## config.mk

```make
export PLATFORM = sky130hd
export DESIGN_NAME = mainCpuGlue
export DESIGN_NICKNAME = d
export VERILOG_FILES = /design/src/verilog/sys86Pkg.sv /design/src/verilog/cpuClockGen.sv /design/src/verilog/mainAddrDecoder.sv /design/src/verilog/mainCpuGlue.sv /design/src/verilog/videoLatchBank.sv /design/src/verilog/watchdogIrq.sv
export VERILOG_INCLUDE_DIRS = /design/src /design/src/verilog
export SDC_FILE = /design/constraint.sdc
export NUM_CORES = 1
export LEC_CHECK = 0
export BUFFER_PORTS_ARGS = -buffer_cell sky130_fd_sc_hd__buf_4
export CAP_MARGIN = 5
export CORE_MARGIN = 3
export CORE_UTILIZATION = 55
export CTS_CLUSTER_DIAMETER = 100
export DETAILED_ROUTE_END_ITERATION = 12
export PLACE_DENSITY = 0.84
export SLEW_MARGIN = 15
export SYNTH_ARGS = -nofsm -noshare
export SYNTH_HDL_FRONTEND = slang
export SYNTH_SLANG_ARGS = --single-unit
```

## constraint.sdc

```tcl
create_clock -name clk6M -period 6 [get_ports clk6M]
set_input_delay 0.6 -clock clk6M [delete_from_list [all_inputs] [get_ports clk6M]]
set_output_delay 0.6 -clock clk6M [all_outputs]
set_load 0.1 [all_outputs]
```

## src/verilog/sys86_consts.svh

```systemverilog
`ifndef SYS86_CONSTS_SVH
`define SYS86_CONSTS_SVH

// Watchdog counter, clocked by vblank edges
`define SYS86_WDOG_WIDTH 4
// Count that wraps back to zero
`define SYS86_WDOG_WRAP 10

// ROM bank select width
`define SYS86_BANK_WIDTH 3

// Plane field widths
`define SYS86_PRIO_WIDTH 3
`define SYS86_SCROLLX_WIDTH 9
`define SYS86_SCROLLY_WIDTH 8

//////////////////////////////
// Latch window offsets
//////////////////////////////
// Field offsets inside one plane group (0..2 or 4..6)
`define SYS86_LATCH_OFS_PRIO 2'd0
`define SYS86_LATCH_OFS_XLO 2'd1
`define SYS86_LATCH_OFS_Y 2'd2
// Full offsets within a window
`define SYS86_LATCH_OFS_BANK 3'd3
`define SYS86_LATCH_OFS_NONE 3'd7
// Address bit that picks the second plane of a window
`define SYS86_LATCH_PLANE_SEL 2
// Data bits for offset 0: priority on top, scroll X bit 8 at the bottom
`define SYS86_PRIO_MSB 7
`define SYS86_XHI_BIT 0

`endif

```

## src/verilog/sys86Pkg.sv

```systemverilog
package sys86Pkg;

`include "sys86_consts.svh"

	//////////////////////////////
	// Background plane settings
	//////////////////////////////

	// 20 bits per plane
	// Priority sits on top so a plane compares by priority first
	typedef struct packed {
		logic [`SYS86_PRIO_WIDTH-1:0] prio;
		logic [`SYS86_SCROLLX_WIDTH-1:0] scrollX;
		logic [`SYS86_SCROLLY_WIDTH-1:0] scrollY;
	} planeScrollT;

	//////////////////////////////
	// Main CPU address regions
	//////////////////////////////

	// Read/write memory below 8000h, write-only registers above it
	typedef enum logic [3:0] {
		// 0000h-1FFFh
		rgnSprite,
		// 2000h-3FFFh
		rgnVram0,
		// 4000h-5FFFh
		rgnVram1,
		// 6000h-7FFFh
		rgnEeprom,
		// 8000h-FFFFh, reads only
		rgnRom,
		// 8000h-87FFh write
		rgnWdog,
		// 8800h-8FFFh write
		rgnIntAck,
		// D000h-D7FFh write
		rgnLatch0,
		// D800h-DFFFh write
		rgnLatch1,
		// Any other write above 8000h
		rgnNone
	} memRegionE;

endpackage

```

## src/verilog/cpuClockGen.sv

```systemverilog
`timescale 1ns/1ns

// 6809 E/Q clock pair derived from the 6 MHz pixel clock
// Phase  E  Q  En
//   0    0  0  0
//   1    0  1  0
//   2    1  1  0
//   3    1  0  1
module cpuClockGen (
	input  logic clk6M,
	input  logic rstN,
	output logic eClk,
	output logic qClk,
	output logic cpuEn
);

	logic [1:0] phase;
	logic [1:0] phaseNext;

	// Free-running quarter counter
	assign phaseNext = phase + 2'd1;

	//////////////////////////////
	// Phase counter
	//////////////////////////////
	always_ff @(posedge clk6M) begin
		if (!rstN) begin
			phase <= 2'd0;
		end else begin
			phase <= phaseNext;
		end
	end

	//////////////////////////////
	// Registered clock outputs
	//////////////////////////////

	// Outputs are decoded from the next phase so they line up with the
	// counter and leave the flops without decode glitches
	always_ff @(posedge clk6M) begin
		if (!rstN) begin
			eClk <= 1'b0;
			qClk <= 1'b0;
			cpuEn <= 1'b0;
		end else begin
			// E high in the upper half
			eClk <= phaseNext[1];
			// Q leads E by a quarter
			qClk <= phaseNext[1] ^ phaseNext[0];
			// Bus cycle completes at the end of E high
			cpuEn <= &phaseNext;
		end
	end

endmodule

```

## src/verilog/mainAddrDecoder.sv

```systemverilog
`timescale 1ns/1ns

// Main CPU address decoder
// Chip selects follow the address only, write strobes need a bus cycle
module mainAddrDecoder import sys86Pkg::*; (
	input  logic [15:11] ma,
	input  logic mweN,
	input  logic cpuEn,
	output logic spriteCsN,
	output logic vram0CsN,
	output logic vram1CsN,
	output logic eepromCsN,
	output logic romCsN,
	output logic wdogClr,
	output logic intAck,
	output logic latchWr0,
	output logic latchWr1
);

	memRegionE region;
	logic busWr;

	// One accepted write per E cycle
	assign busWr = cpuEn & ~mweN;

	//////////////////////////////
	// Region decode
	//////////////////////////////
	always_comb begin
		case (ma[15:13])
			3'b000: region = rgnSprite;
			3'b001: region = rgnVram0;
			3'b010: region = rgnVram1;
			3'b011: region = rgnEeprom;
			default: begin
				// Upper half is ROM on reads, registers on writes
				if (mweN) begin
					region = rgnRom;
				end else begin
					case (ma[14:11])
						4'b0000: region = rgnWdog;
						4'b0001: region = rgnIntAck;
						4'b1010: region = rgnLatch0;
						4'b1011: region = rgnLatch1;
						default: region = rgnNone;
					endcase
				end
			end
		endcase
	end

	//////////////////////////////
	// Chip selects, active low
	//////////////////////////////
	assign spriteCsN = region != rgnSprite;
	assign vram0CsN = region != rgnVram0;
	assign vram1CsN = region != rgnVram1;
	assign eepromCsN = region != rgnEeprom;
	// ROM is deselected on any write
	assign romCsN = region != rgnRom;

	//////////////////////////////
	// Internal write strobes
	//////////////////////////////

	// Sampled by the clk6M edge at the end of the bus cycle
	assign wdogClr = busWr & (region == rgnWdog);
	assign intAck = busWr & (region == rgnIntAck);
	// Scroll, priority and bank windows
	assign latchWr0 = busWr & (region == rgnLatch0);
	assign latchWr1 = busWr & (region == rgnLatch1);

endmodule

```

## src/verilog/mainCpuGlue.sv

```systemverilog
`timescale 1ns/1ns

`include "sys86_consts.svh"

// Main CPU glue: clocks, decode, watchdog and video latches
module mainCpuGlue import sys86Pkg::*; (
	input  logic clk6M,
	input  logic rstN,
	input  logic [15:0] ma,
	input  logic [7:0] md,
	input  logic mweN,
	input  logic vblankN,
	output logic spriteCsN,
	output logic vram0CsN,
	output logic vram1CsN,
	output logic eepromCsN,
	output logic romCsN,
	output logic eClk,
	output logic qClk,
	output logic mresetN,
	output logic mintN,
	output planeScrollT plane0,
	output planeScrollT plane1,
	output planeScrollT plane2,
	output planeScrollT plane3,
	output logic [`SYS86_BANK_WIDTH-1:0] romBank0,
	output logic [`SYS86_BANK_WIDTH-1:0] romBank1
);

	// Bus cycle enable
	logic cpuEn;
	// Decoded write strobes
	logic wdogClr;
	logic intAck;
	logic latchWr0;
	logic latchWr1;

	//////////////////////////////
	// CPU clocks
	//////////////////////////////
	cpuClockGen clockGen (
		.clk6M(clk6M),
		.rstN(rstN),
		.eClk(eClk),
		.qClk(qClk),
		.cpuEn(cpuEn)
	);

	//////////////////////////////
	// Address decode
	//////////////////////////////
	mainAddrDecoder addrDecoder (
		.ma(ma[15:11]),
		.mweN(mweN),
		.cpuEn(cpuEn),
		.spriteCsN(spriteCsN),
		.vram0CsN(vram0CsN),
		.vram1CsN(vram1CsN),
		.eepromCsN(eepromCsN),
		.romCsN(romCsN),
		.wdogClr(wdogClr),
		.intAck(intAck),
		.latchWr0(latchWr0),
		.latchWr1(latchWr1)
	);

	// Watchdog and frame interrupt
	watchdogIrq wdog (
		.clk6M(clk6M),
		.rstN(rstN),
		.vblankN(vblankN),
		.wdogClr(wdogClr),
		.intAck(intAck),
		.mresetN(mresetN),
		.mintN(mintN)
	);

	// Low address bits select the register inside a window
	videoLatchBank latches (
		.clk6M(clk6M),
		.rstN(rstN),
		.latchWr0(latchWr0),
		.latchWr1(latchWr1),
		.addrLow(ma[2:0]),
		.md(md),
		.plane0(plane0),
		.plane1(plane1),
		.plane2(plane2),
		.plane3(plane3),
		.romBank0(romBank0),
		.romBank1(romBank1)
	);

endmodule

```

## src/verilog/videoLatchBank.sv

```systemverilog
`timescale 1ns/1ns

`include "sys86_consts.svh"

// Scroll, priority and ROM bank latches for the four background planes
// Window 0 drives planes 0/1 and bank 0, window 1 drives planes 2/3 and bank 1
module videoLatchBank import sys86Pkg::*; (
	input  logic clk6M,
	input  logic rstN,
	input  logic latchWr0,
	input  logic latchWr1,
	input  logic [2:0] addrLow,
	input  logic [7:0] md,
	output planeScrollT plane0,
	output planeScrollT plane1,
	output planeScrollT plane2,
	output planeScrollT plane3,
	output logic [`SYS86_BANK_WIDTH-1:0] romBank0,
	output logic [`SYS86_BANK_WIDTH-1:0] romBank1
);

	planeScrollT planeReg [4];
	logic [`SYS86_BANK_WIDTH-1:0] bankReg [2];
	logic winWr;
	logic [1:0] planeIdx;

	// Merge one data byte into a plane, by field offset
	function automatic planeScrollT loadField(
		input planeScrollT cur,
		input logic [1:0] field,
		input logic [7:0] data
	);
		planeScrollT nxt;
		nxt = cur;
		case (field)
			`SYS86_LATCH_OFS_PRIO: begin
				nxt.prio = data[`SYS86_PRIO_MSB -: `SYS86_PRIO_WIDTH];
				// Ninth scroll X bit shares the priority byte
				nxt.scrollX[`SYS86_SCROLLX_WIDTH-1] = data[`SYS86_XHI_BIT];
			end
			`SYS86_LATCH_OFS_XLO: begin
				nxt.scrollX[`SYS86_SCROLLX_WIDTH-2:0] = data;
			end
			`SYS86_LATCH_OFS_Y: begin
				nxt.scrollY = data;
			end
			default: begin
				nxt = cur;
			end
		endcase
		return nxt;
	endfunction

	// The two windows are mutually exclusive in the decoder
	assign winWr = latchWr0 | latchWr1;
	// Window picks the pair, offset bit 2 picks the plane in it
	assign planeIdx = {latchWr1, addrLow[`SYS86_LATCH_PLANE_SEL]};

	//////////////////////////////
	// Latch registers
	//////////////////////////////
	always_ff @(posedge clk6M) begin
		if (!rstN) begin
			for (int p = 0; p < 4; p++) begin
				planeReg[p] <= '0;
			end
			bankReg[0] <= '0;
			bankReg[1] <= '0;
		end else if (winWr) begin
			if (addrLow == `SYS86_LATCH_OFS_BANK) begin
				bankReg[latchWr1] <= md[`SYS86_BANK_WIDTH-1:0];
			end else if (addrLow != `SYS86_LATCH_OFS_NONE) begin
				planeReg[planeIdx] <= loadField(planeReg[planeIdx], addrLow[1:0], md);
			end
			// Offset 7 has no register behind it
		end
	end

	//////////////////////////////
	// Outputs
	//////////////////////////////
	assign plane0 = planeReg[0];
	assign plane1 = planeReg[1];
	assign plane2 = planeReg[2];
	assign plane3 = planeReg[3];
	assign romBank0 = bankReg[0];
	assign romBank1 = bankReg[1];

endmodule

```

## src/verilog/watchdogIrq.sv

```systemverilog
`timescale 1ns/1ns

`include "sys86_consts.svh"

// Vblank watchdog and per-frame main CPU interrupt
module watchdogIrq (
	input  logic clk6M,
	input  logic rstN,
	input  logic vblankN,
	input  logic wdogClr,
	input  logic intAck,
	output logic mresetN,
	output logic mintN
);

	localparam logic [`SYS86_WDOG_WIDTH-1:0] WrapCount = `SYS86_WDOG_WRAP;

	logic vblankSample;
	logic vblankPrev;
	logic vblankEdge;
	logic clrPending;
	logic [`SYS86_WDOG_WIDTH-1:0] wdogCount;
	logic intReq;

	//////////////////////////////
	// Vblank edge detect
	//////////////////////////////

	// Vblank is a data input here, never a clock
	always_ff @(posedge clk6M) begin
		if (!rstN) begin
			// Idle high so reset release gives no false edge
			vblankSample <= 1'b1;
			vblankPrev <= 1'b1;
		end else begin
			vblankSample <= vblankN;
			vblankPrev <= vblankSample;
		end
	end

	// Start of vblank, one cycle wide
	assign vblankEdge = ~vblankSample & vblankPrev;

	//////////////////////////////
	// Watchdog
	//////////////////////////////

	// A clear write arms the flag, the next frame edge consumes it
	always_ff @(posedge clk6M) begin
		if (!rstN) begin
			clrPending <= 1'b0;
			wdogCount <= '0;
		end else if (vblankEdge) begin
			if (clrPending || wdogCount == WrapCount) begin
				wdogCount <= '0;
			end else begin
				wdogCount <= wdogCount + 1'b1;
			end
			// A clear landing on the edge itself counts for the next frame
			clrPending <= wdogClr;
		end else if (wdogClr) begin
			clrPending <= 1'b1;
		end
	end

	// Board reset while the top bit is set, counts 8..10
	assign mresetN = ~wdogCount[`SYS86_WDOG_WIDTH-1];

	//////////////////////////////
	// Frame interrupt
	//////////////////////////////
	always_ff @(posedge clk6M) begin
		if (!rstN) begin
			intReq <= 1'b0;
		end else if (vblankEdge) begin
			// New frame beats a simultaneous acknowledge
			intReq <= 1'b1;
		end else if (intAck) begin
			intReq <= 1'b0;
		end
	end

	// Level request, held until software acknowledges
	assign mintN = ~intReq;

endmodule
```

==> Word-level counts from Yosys, hierarchy flattened <==
Memories as Yosys holds them, arrays and structs flattened.
Index checks and enable logic that the tools add are counted.
{ "totals": {"mem_bits_rw": 86, "regBits": 13, "memories": 2, "elab_cells": 99} }
{ "op_classes": {"add_sub_neg": 2, "n_reduce_logical": 13, "n_mux": 39, "bitwise": 12, "n_eq_ne": 22} }
{ "memory_table": {"columns": ["name", "words", "width", "read_ports", "rd_clocked_by_memory_dff", "write_ports", "line", "source"], "rows": [
  ["latches.planeReg", 4, 20, 4, 0, 4, "videoLatchBank.sv:22", "planeScrollT planeReg [4];"],
  ["latches.bankReg", 2, 3, 2, 0, 2, "videoLatchBank.sv:23", "logic [`SYS86_BANK_WIDTH-1:0] bankReg [2];"]
]} }
{ "op_table": {"columns": ["op", "n"], "rows": [
  ["two-way mux 8 bit", 10],
  ["one-hot mux 4 bit (4 select lines)", 2],
  ["two-way mux 4 bit", 7],
  ["two-way mux 20 bit", 1],
  ["OR reduction 20 bit", 1],
  ["== test 4 bit (second input constant)", 4],
  ["two-way mux 1 bit", 16],
  ["inequality test 5 bit (second input constant)", 3],
  ["== test 4 x 3 -> 1 bit (second input constant)", 3],
  ["== test 3 x 2 -> 1 bit (second input constant)", 3],
  ["inequality test 4 x 2 -> 1 bit (second input constant)", 2],
  ["AND reduction 2 bit", 4],
  ["AND 1 bit", 6],
  ["two-way mux 3 bit", 2],
  ["adder 4 x 1 -> 4 bit (second input constant)", 1],
  ["== test 4 x 1 -> 1 bit (second input constant)", 1],
  ["logical NOT 4 bit", 1],
  ["inequality test 4 x 1 -> 1 bit (second input constant)", 1],
  ["inequality test 4 x 3 -> 1 bit (second input constant)", 1],
  ["inverter 1 bit", 4],
  ["nonzero test 2 bit", 2],
  ["nonzero test 4 bit", 1],
  ["== test 3 x 1 -> 1 bit (second input constant)", 1],
  ["logical NOT 3 bit", 1],
  ["other kinds (10)", 10]
]} }

==> Depth between registers and ports, before layout <==
{ "logic_depth": {"ltp_word": 13, "mapped_depth": 5, "depth_no_buf": 5} }

==> By module <==
From an unflattened synthesis, not the netlist that was laid out.
{ "unflattened": {"hier_cells": 299, "hier_area_um2": 4490.6} }
{ "modules_own_cells": {"columns": ["mod", "seq_area_each_um2", "cells_per_inst", "area_each_um2", "instances"], "rows": [
  ["videoLatchBank", 2582.5, 224, 3802.4, 1],
  ["watchdogIrq", 160.2, 37, 355.3, 1],
  ["mainAddrDecoder", 0.0, 27, 200.2, 1],
  ["cpuClockGen", 80.1, 11, 132.6, 1]
]} }

==> Worst setup path after synthesis <==
OpenSTA, ideal clock, no wires.
{ "synth_timing": {"kind": "input to register", "start": "input port ma[15]", "end": "memory latches.planeReg[0][0] (netlist bit), data pin", "t_arrival_ps": 2374, "stages": 5, "setup_slack_ps": 3371, "t_required_ps": 5745, "path_cell_list": "clkbuf_4 nand2_1 a211oi_1 nor4_4 and2_1"} }
{ "synth_lines": {"columns": ["item", "line", "source"], "rows": [
  ["start: declaration", "mainCpuGlue.sv:9", "input logic [15:0] ma,"],
  ["end: declaration", "videoLatchBank.sv:22", null]
]} }

==> out/metrics.csv <==
metric,value,unit
DIE AREA,8560,um2
fin crit share,41.3,%
fin area,5280,um2
CTS resizes,0,
"Req. time, crit path",5980,ps
Detailed Place HPWL,6.27,mm
"Async S/R FF share, synth",0,%
Peak VDD IR,0.189,mV
final setup fails,0,
adder-cell share of the synthesized area,0.911,%
top-area cell type share of the netlist area,62.7,%
Post-CTS Setup Bufs,0,
status,"complete, no violations",
initial core utilization,58.7,%
share of layout cells above drive strength 1,35.4,%
maxcap violations,0,
Reg area,2820,um2
clock latency on the worst-skew pair,360,ps
H-tree depth,3,
Syn Inst Count,290,
CP Data Arrival Time,2460,ps
first-pass GRT wire length,13.5,mm
FILL cells,434,
Reg with most FFs,latches.planeReg,
I/O pins,123,
fin nets,438,
DRC,0,
largest net degree at the start of global routing,28,
Post-Place Worst Slack,3170,ps
WL final,8.74,mm
# clock sinks,98,
"Primary FF master, synth",edfxtp_1,
row count,30,
initial antenna violation count,0,
Worst Reg2Reg Path Length in Cells,3,
simple-gate share of the synthesized area,23.1,%
via count,2731,
placed inst area,5060,um2
WS Path Type,primary input to register,
Root Buffer,clkbuf_8,
Slew HR,26.3,%
Startpoint Class,primary input,
area occupied by multi-input gates,1200,um2
crit path from,mweN,
Regs by FF count,"latches.planeReg x80, latches.bankReg x6, wdog.wdogCount x4",
Post-synth EDFFs,86,
cell area after synthesis,4120,um2
Final Hold Viols,0,
DIE HEIGHT,92.5,um
leading area contributor after synthesis,edfxtp_1,
gp weighted congestion,0.832,
XOR/XNOR Fraction of Synth Area,0.851,%
Detailed Routing Iterations Pass 1,4,
total CTS buffers,9,
largest incremental delay on the critical path,870,ps
Synth top cells by count,"edfxtp_1 (86), and2_1 (70), dfxtp_1 (12), nand2_1 (12), nor2_1 (11)",
power per cell area,286,nW/um2
Final Critical Period,2480,ps
"CTS clk-pin slew, worst paths",90,ps
RR Endpoint,latches.planeReg[2][5]$_SDFFCE_PN0P_,
vias in the first global route,2554,
Final Slew Violations,0,
CTS max path bufs,2,
Yosys reg bits,98,
crit end category,register,
main combinational cell family by area after synthesis,simple AND/OR/NAND/NOR gates,
drt via density,5.38,
Ys Warns,0,
Die W,92.5,um
drt wl/cell,17.2,um
area grow syn2layout,28.1,%
Leakage,2.18,nW
Power Total,1.51,mW
Hold Buf Count CTS,0,
Diodes inserted,0,
HP Start,vblankN,
Worst-Margin Slew,1090,ps
crit path to,latches.planeReg[2][5]$_SDFFCE_PN0P_,
PortBufs,114,
syn avg cell area,14.2,um2
worst-path maximum fanout,10,
drt initial violations,179,
grt ovf,0,
GRT Util Overall,21.0,%
final worst slack,3520,ps
max reg flops,80,
Setup TNS Final,0,ps
post-synthesis sequential area ratio,68.5,%
Crit-path slowest cell,o21ai_0,
Synth Area in Compound Gates,4.25,%
CP Cell Sequence,"buf_4, nand3b_1, or3_1, o21ai_0",
Layout Skew,10.9,ps
most frequent cell after synthesis,edfxtp_1,
Register-to-Register Setup Slack,3640,ps
RSZ-0062 raised after global routing,false,
Synth area leaders,"edfxtp_1 (63%), and2_1 (11%), dfxtp_1 (5.8%)",
post-route ant nets,0,
proportion of synthesized area in mux cells,0,%
CTS tree,yes,
Crit Reg-Reg Startpoint,clockGen.cpuEn$_SDFF_PN0_,
Yosys cell types,45,
net count after synthesis,321,
Fmax,404,MHz
Hold Crit Class,primary input to register,
core footprint,7020,um2
-- critical path, delay by kind of cell --
kind,cells,cell delay [ps]
compound gates,1,870
buf+inv,1,160
simple gates,2,820
-- stage by stage --
step           hold slack (ps)  instances  utilization, %
2_1_floorplan              412        290               -
3_5_place_dp               432        492            72.1
3_3_place_gp               422        492            72.1
6_report                   418        508            75.2
4_1_cts                    411        508            75.2
5_1_grt                    419        508            75.2
-- cell families (layout without fill, tap and decap cells) --
logic type | count (synthesis) | after routing
AOI/OAI and AO/OA | 26 | 26
xor gates and xnor gates | 4 | 4
adders and majority gates | 3 | 3
buffers and inverters | 21 | 143
DFF | 98 | 98
and+or+nand+nor | 138 | 138
-- final cells by class --
type,instances,share of cell area [%]
Timing Repair Buffer,118,16.8
Clock inverter,7,1.73
Clock buffer,9,2.35
Inverter,9,0.640
Tap cell,96,2.28
Multi-Input combinational cell,171,22.7
Sequential cell,98,53.5
-- layer usage --
metal | track usage [%] | vias to the layer above | share of wire [%]
met3 | 6.09 | 9 | 8.2
met1 | 27.4 | 1321 | 41
met4 | 5.82 | 0 | 1.1
li1 | - | 1276 | -
met5 | 0 | - | 0
met2 | 34.5 | 125 | 50
-- report_power, final --
part	switching (mW)	internal, mW
logic	0.233	0.0526
clock network	0.221	0.233
registers	0.00934	0.762
-- cell usage in the layout (no fill, tap or decap), types with 4 or more instances in the layout --
cell,count
inv_1,9
nor2_1,11
dfxtp_1,12
nand2b_1,7
and3_1,7
nor4_4,4
and2_1,70
buf_4,118
nand2_1,12
clkbuf_8,9
o21ai_0,7
edfxtp_1,86
-- how the worst min path moves through the flow --
stage          depth (start not counted)                            to
5_1_grt                                2  wdog.vblankSample$_SDFF_PN1_
3_3_place_gp                           1    wdog.vblankPrev$_SDFF_PN1_
6_report                               2  wdog.vblankSample$_SDFF_PN1_
2_1_floorplan                          1    wdog.vblankPrev$_SDFF_PN1_
4_1_cts                                2  wdog.vblankSample$_SDFF_PN1_
3_5_place_dp                           1    wdog.vblankPrev$_SDFF_PN1_
No activity file was read; power rests on OpenSTA's default activity.
